[config.mk]
export PLATFORM = sky130hd
export DESIGN_NAME = mem_fill_arbiter
export DESIGN_NICKNAME = d
export VERILOG_FILES = /design/src/rtl/cache_geom_pkg.sv /design/src/rtl/cache_bus_pkg.sv /design/src/rtl/mem_fill_arbiter.sv
export SDC_FILE = /design/constraint.sdc
export NUM_CORES = 1
export LEC_CHECK = 0
export ABC_AREA = 1
export BUFFER_PORTS_ARGS = -buffer_cell sky130_fd_sc_hd__buf_2
export CORE_AREA = 8 8 70 72
export DETAILED_ROUTE_END_ITERATION = 8
export DIE_AREA = 0 0 78 80
export GPL_TIMING_DRIVEN = 0
export PLACE_DENSITY = 0.77
export SYNTH_ARGS = -nofsm -noshare
export SYNTH_HDL_FRONTEND = slang
export SYNTH_SLANG_ARGS = --single-unit
[constraint.sdc]
create_clock -name clk -period 1.8 [get_ports clk]
set_input_delay 0.27 -clock clk [delete_from_list [all_inputs] [get_ports clk]]
set_output_delay 0.27 -clock clk [all_outputs]
set_load 0.02 [all_outputs]
[src/rtl/cache_geom_pkg.sv]
// geometry is fixed at 2 KiB, 2-way, 16-byte blocks and 16-bit words; changing one value alone breaks the field split
package cache_geom_pkg;

  localparam int word_w          = 16;  // data word width
  localparam int addr_w          = 16;  // byte address width
  localparam int sets            = 64;
  localparam int ways            = 2;   // hit_way and lru logic assume exactly two
  localparam int words_per_block = 8;   // also the fill burst length

  // field widths of a byte address
  localparam int tag_w = 6;
  localparam int set_w = 6;
  localparam int off_w = 3;

  // address split, msb first: tag 15..10, set 9..4, word 3..1, byte 0
  typedef struct packed {
    logic [tag_w-1:0] tag;
    logic [set_w-1:0] set;
    logic [off_w-1:0] word;
    logic             byte_sel;  // ignored, word access only
  } cache_addr_t;

endpackage

[src/rtl/cache_bus_pkg.sv]
// request and fill structs between processor, caches and arbiter; requests are held until answered
package cache_bus_pkg;
  import cache_geom_pkg::*;

  // processor to cache, held stable until ready
  typedef struct packed {
    logic              valid;
    logic              write;   // ignored by the instruction cache
    cache_addr_t       addr;
    logic [word_w-1:0] wdata;
  } cpu_req_t;

  // cache to processor, ready is a one-cycle pulse
  typedef struct packed {
    logic              ready;
    logic [word_w-1:0] rdata;
  } cpu_resp_t;

  // cache to arbiter, block-aligned addr for reads, word addr for writes
  typedef struct packed {
    logic              valid;
    logic              write;
    logic [addr_w-1:0] addr;
    logic [word_w-1:0] wdata;
  } mem_req_t;

  // arbiter to cache, one beat per apb transfer; write done has valid low
  typedef struct packed {
    logic              valid;
    logic              done;
    logic [off_w-1:0]  word;
    logic [word_w-1:0] data;
  } fill_t;

endpackage

[src/rtl/mem_fill_arbiter.sv]
// apb master for both caches, data cache wins ties, no preemption; reads are 8 back-to-back beats, writes one transfer
`timescale 1ns/1ps

module mem_fill_arbiter
  import cache_geom_pkg::*, cache_bus_pkg::*;
(
  input  logic              clk,
  input  logic              arst_n,
  input  mem_req_t          dreq,
  input  mem_req_t          ireq,
  output fill_t             dfill,
  output fill_t             ifill,
  output logic              psel,
  output logic              penable,
  output logic              pwrite,
  output logic [addr_w-1:0] paddr,
  output logic [word_w-1:0] pwdata,
  input  logic [word_w-1:0] prdata,
  input  logic              pready
);

  typedef enum logic [1:0] {ab_idle, ab_setup, ab_access} ab_state_t;

  ab_state_t        state_q;
  logic             gnt_d_q;   // 1 -> data cache owns the bus
  logic [off_w-1:0] beat_q;
  mem_req_t         cur;
  logic             xfer_end, last;
  cache_addr_t      beat_addr;
  fill_t            beat;

  assign cur      = gnt_d_q ? dreq : ireq;  // owner holds its request until done
  assign xfer_end = (state_q == ab_access) && pready;
  assign last     = cur.write || (beat_q == off_w'(words_per_block - 1));

  always_ff @(posedge clk or negedge arst_n) begin
    if (!arst_n) begin
      state_q <= ab_idle;
      gnt_d_q <= 1'b0;
      beat_q  <= '0;
    end else begin
      case (state_q)
        ab_idle: begin
          beat_q <= '0;
          if (dreq.valid) begin          // fixed priority
            gnt_d_q <= 1'b1;
            state_q <= ab_setup;
          end else if (ireq.valid) begin
            gnt_d_q <= 1'b0;
            state_q <= ab_setup;
          end
        end
        ab_setup: state_q <= ab_access;
        default: begin                   // ab_access, pready low stretches it
          if (pready) begin
            if (last) begin
              state_q <= ab_idle;
            end else begin
              beat_q  <= beat_q + 1'b1;
              state_q <= ab_setup;       // psel stays high between beats
            end
          end
        end
      endcase
    end
  end

  // reads walk the words of the block, writes keep their word address
  always_comb begin
    beat_addr = cache_addr_t'(cur.addr);
    if (!cur.write) beat_addr.word = beat_q;
  end

  assign psel    = (state_q != ab_idle);
  assign penable = (state_q == ab_access);
  assign pwrite  = cur.write;
  assign paddr   = beat_addr;
  assign pwdata  = cur.wdata;

  // completed beat, steered to the owner only
  always_comb begin
    beat.valid = xfer_end && !cur.write;
    beat.done  = xfer_end && last;   // bare done for a write
    beat.word  = beat_q;
    beat.data  = prdata;
  end

  assign dfill = gnt_d_q ? beat : '0;
  assign ifill = gnt_d_q ? '0 : beat;

endmodule

==> summary.md <==
The kind of cell adding the most delay to the critical path is flip-flops. The kind of critical path is reg2out. The die covers 6240 um^2. The via count of the first global-routing pass was 1717; the instance area after placement was 1993 um^2.

The highest net fanout along the worst path is 2. Setup violations remaining at the end of the flow were counted as 0. The share of the core filled with cells in the final layout is 0.5412. In the final layout, the multi-input gates occupy 742.0 um^2.

The tools report the minimum hold slack as 0.3105 ns. The number of pins exceeding their max-slew limit in the final report is 0. The worst setup path is launched from a flop. Summed over all nets, the half-perimeter wirelength after detailed placement is 4960 um.

The library cell used most frequently in the layout, excluding fill and tap cells, is sky130_fd_sc_hd__buf_2. The first global-routing pass estimated 8652 um of wire. STA classifies the critical path endpoint as an output pin. All-layer global routing usage: 0.1673. The logs give 2087 um^2 for the final instance area and 1.608 nW for the leakage power. The initial antenna violation count came out at 0.

The root buffer cell chosen for the clock tree is sky130_fd_sc_hd__clkbuf_8. The largest single stage delay on the critical path is 0.40 ns. The number of inserted filler cells in the final layout was 420. Worst voltage drop across the vdd grid: 814.2 uV.

After detailed routing, the average wire length per cell comes to 12.53 um. The share of post-route cells with drive strength above 1 was 0.4733. The initialized floorplan defines 23 standard-cell rows.

The routed wire length was 5789 um; the number of search-and-repair iterations in the first detailed-routing pass was 4. The proportion of power drawn by the clock network was 0.066. Global routing finished with a remaining overflow of 0. The library cells used most frequently in the layout, excluding fill and tap cells, are sky130_fd_sc_hd__buf_2, sky130_fd_sc_hd__nand2_1, sky130_fd_sc_hd__inv_1. The tools report the data arrival time of the worst path as 1.46 ns. The run gives 1.275 mW as the internal portion of total power. TritonCTS built the clock tree. The initial core utilization came out at 0.2891. Synthesis produced a netlist whose cell count is 243. The count of yosys warnings during synthesis is 0, and the die width is 78 um. The path category of the worst min-delay check was in2reg. The switching part of the total power is 0.6177. The count of port buffers added during placement was 163; the remaining design rule violation count was 0. The sum of negative setup slack is 0 ns. The clock period minus final worst setup slack was 1.729 ns. The ratio of total power to cell area came out at 1598 nW/um^2. Counting distinct cell types in the post-synthesis netlist gives 17.

From bottom edge to top edge, the die measures 80 um. The area of all sequential standard cells was 151.4 um^2. The routed via count divided by cell count was 4.197.

The number of DRC violations after detailed-routing iteration 0 came out at 60. The maximum level of the CTS H-tree came out at 1. Detailed routing placed a total of 483 um of wire on met3.

The logic gate share of total power is 0.846, and the pin count of the biggest net entering global routing is 11. Walking the worst path, the cells encountered are ha_2, ha_2, inv_2, nand3_2, nand3_2, nor2_1, buf_4. The mean instance size in the synthesized netlist is 4.588 um^2, and the hold violation total from the final report is 0. The worst-case headroom to the max-slew limit was 0.8511; the antenna violation net count after detailed routing was 0. Count of boundary I/O pins: 164.

The power dissipated by switching net loads was 2.060 mW; the maximum clock frequency was 578.4 MHz. The data required time at the worst endpoint was 1.53 ns. The synthesized cell area was 1115 um^2; the number of buffer and inverter stages on the critical path was 2. The clock-pin slew reported for the worst setup and hold paths after clock tree synthesis was 0.04 ns.

The tool flagged a number of max-cap violations equal to 0. The via count of the routed design is 1939, and the worst-case setup slack after placement is 0.1417 ns. The run finished with clean final reports. Number of inserted diodes: 0. The clock skew was 0.004379 ns. The tools report the met2 wire length as 2999 um.

The tools report the clock latency on the worst-skew pair as 0.23 ns. The number of clock buffers inserted by TritonCTS was 3; the sequential share of power was 0.088. The slowest stage of the critical path is the sky130_fd_sc_hd__dfrtp_2 cell.

The synthesized design contains 6 register bits. The final layout contains 503 nets. The area growth from synthesis to layout is 87.21%. The longest clock path from root to sink contains 2 buffers.

The register area share after synthesis came out at 0.1347. In the post-route analysis, the smallest setup slack over all paths is 0.07108 ns. The transition at the pin with the smallest max-transition slack was 0.2233 ns; the post-route fraction of the period consumed by the critical path was 0.9605. Synthesis produced a netlist with a net count of 332.

The detailed router used layers up to and including met4. Final weighted congestion of routability-driven global placement: 0.8573. The core area was 3856 um^2; the met1 wire length was 2238 um. The tree built by TritonCTS fans out to 6 sinks.
==> cell families (layout without fill, tap and decap cells) <==
kind of cell             count (synthesis)  in the layout  share of synthesized area
buffers and inverters                   60            229                     0.2132
AND/OR/NAND/NOR                        170            170                     0.6038
flip-flops                               6              6                     0.1347
adder cells (fa/ha/maj)                  2              2                    0.02244
AO/OA/AOI/OAI                            5              5                    0.02581
==> cell type report <==
type / instances / share of cell area
plain buffers: 11 / 0.02758
well taps: 50 / 0.02998
repair buffers: 166 / 0.4053
clock buffers: 3 / 0.01978
flip-flops and latches: 6 / 0.07254
multi-input cells: 177 / 0.3555
inverters: 49 / 0.08933
==> registers in the layout (all words and copies together) (netlist names) <==
register / cells
beat_q: 3
gnt_d_q: 1
state_q: 2
==> repair_timing <==
| action | in CTS | in global routing |
|---|---|---|
| endpoints found under the hold margin | 6 | 0 |
| pin swaps | 0 | 1 |
| gates resized for setup | 2 | 13 |
| hold buffers | 1 | 0 |
| buffers inserted | 2 | 0 |
| endpoints found under the setup margin | 2 | 30 |
==> layer usage <==
| metal | up-vias | GRT usage |
|---|---|---|
| met4 | 0 | 0.05000 |
| met5 | - | 0 |
| met1 | 807 | 0.1824 |
| li1 | 1032 | - |
| met3 | 9 | 0.04505 |
| met2 | 91 | 0.3083 |
==> power groups by stage <==
stage,combinational [mW],clock (mW),sequential (mW)
detailed placement,2.76,0,0.307
global route,3.11,0.230,0.304
finish,2.82,0.219,0.294
CTS,2.83,0.217,0.288
global placement,2.73,0,0.303
floorplan,1.83,0,0.283
==> final timing paths <==
| check | start | cells past startpoint | end | slack [ns] |
|---|---|---|---|---|
| setup / recovery | beat_q[0] | 7 | dfill[19] | 0.07 |
| hold / removal | dreq[33] | 3 | gnt_d_q | 0.31 |
| setup reg to reg | beat_q[0] | 8 | beat_q[1] | 0.46 |
| hold reg to reg | beat_q[2] | 2 | beat_q[2] | 0.59 |
| max in group asynchronous | arst_n | 2 | beat_q[0] | 1.23 |
| min in group asynchronous | arst_n | 2 | state_q[0] | 0.40 |
==> cells in the mapped netlist <==
cell type                  number  area (um^2)
sky130_fd_sc_hd__nor2_4         1        11.26
sky130_fd_sc_hd__inv_1         47        176.4
sky130_fd_sc_hd__nor3_1         2        10.01
sky130_fd_sc_hd__nand2_2        6        37.54
sky130_fd_sc_hd__inv_2          2        7.510
sky130_fd_sc_hd__nor2_2         1        6.260
sky130_fd_sc_hd__a21oi_1        1        5.000
sky130_fd_sc_hd__clkbuf_1       3        11.26
sky130_fd_sc_hd__nand3_1        6        30.03
sky130_fd_sc_hd__a31oi_1        3        18.77
sky130_fd_sc_hd__ha_1           2        25.02
sky130_fd_sc_hd__o21ai_0        1        5.000
sky130_fd_sc_hd__dfrtp_1        6        150.1
sky130_fd_sc_hd__nor2_1        29        108.9
sky130_fd_sc_hd__nand2_1      125        469.2
sky130_fd_sc_hd__buf_4          1        7.510
sky130_fd_sc_hd__buf_2          7        35.03
==> per-stage QoR <==
stage | std cells | total power [mW]
6_report | 462 | 3.334
2_1_floorplan | 243 | 2.117
3_5_place_dp | 456 | 3.066
4_1_cts | 462 | 3.332
3_3_place_gp | 456 | 3.032
5_1_grt | 462 | 3.641
==> worst reg2reg max path, stage by stage (launching register included) <==
cell	delay, ns
sky130_fd_sc_hd__dfrtp_2	0.40
sky130_fd_sc_hd__ha_2	0.18
sky130_fd_sc_hd__ha_2	0.17
sky130_fd_sc_hd__inv_2	0.05
sky130_fd_sc_hd__nand3_2	0.09
sky130_fd_sc_hd__nand2_2	0.13
sky130_fd_sc_hd__nand2_2	0.08
sky130_fd_sc_hd__nand2_1	0.06
sky130_fd_sc_hd__nand2_1	0.05
Note: power is estimated with default switching activity, not from simulation.
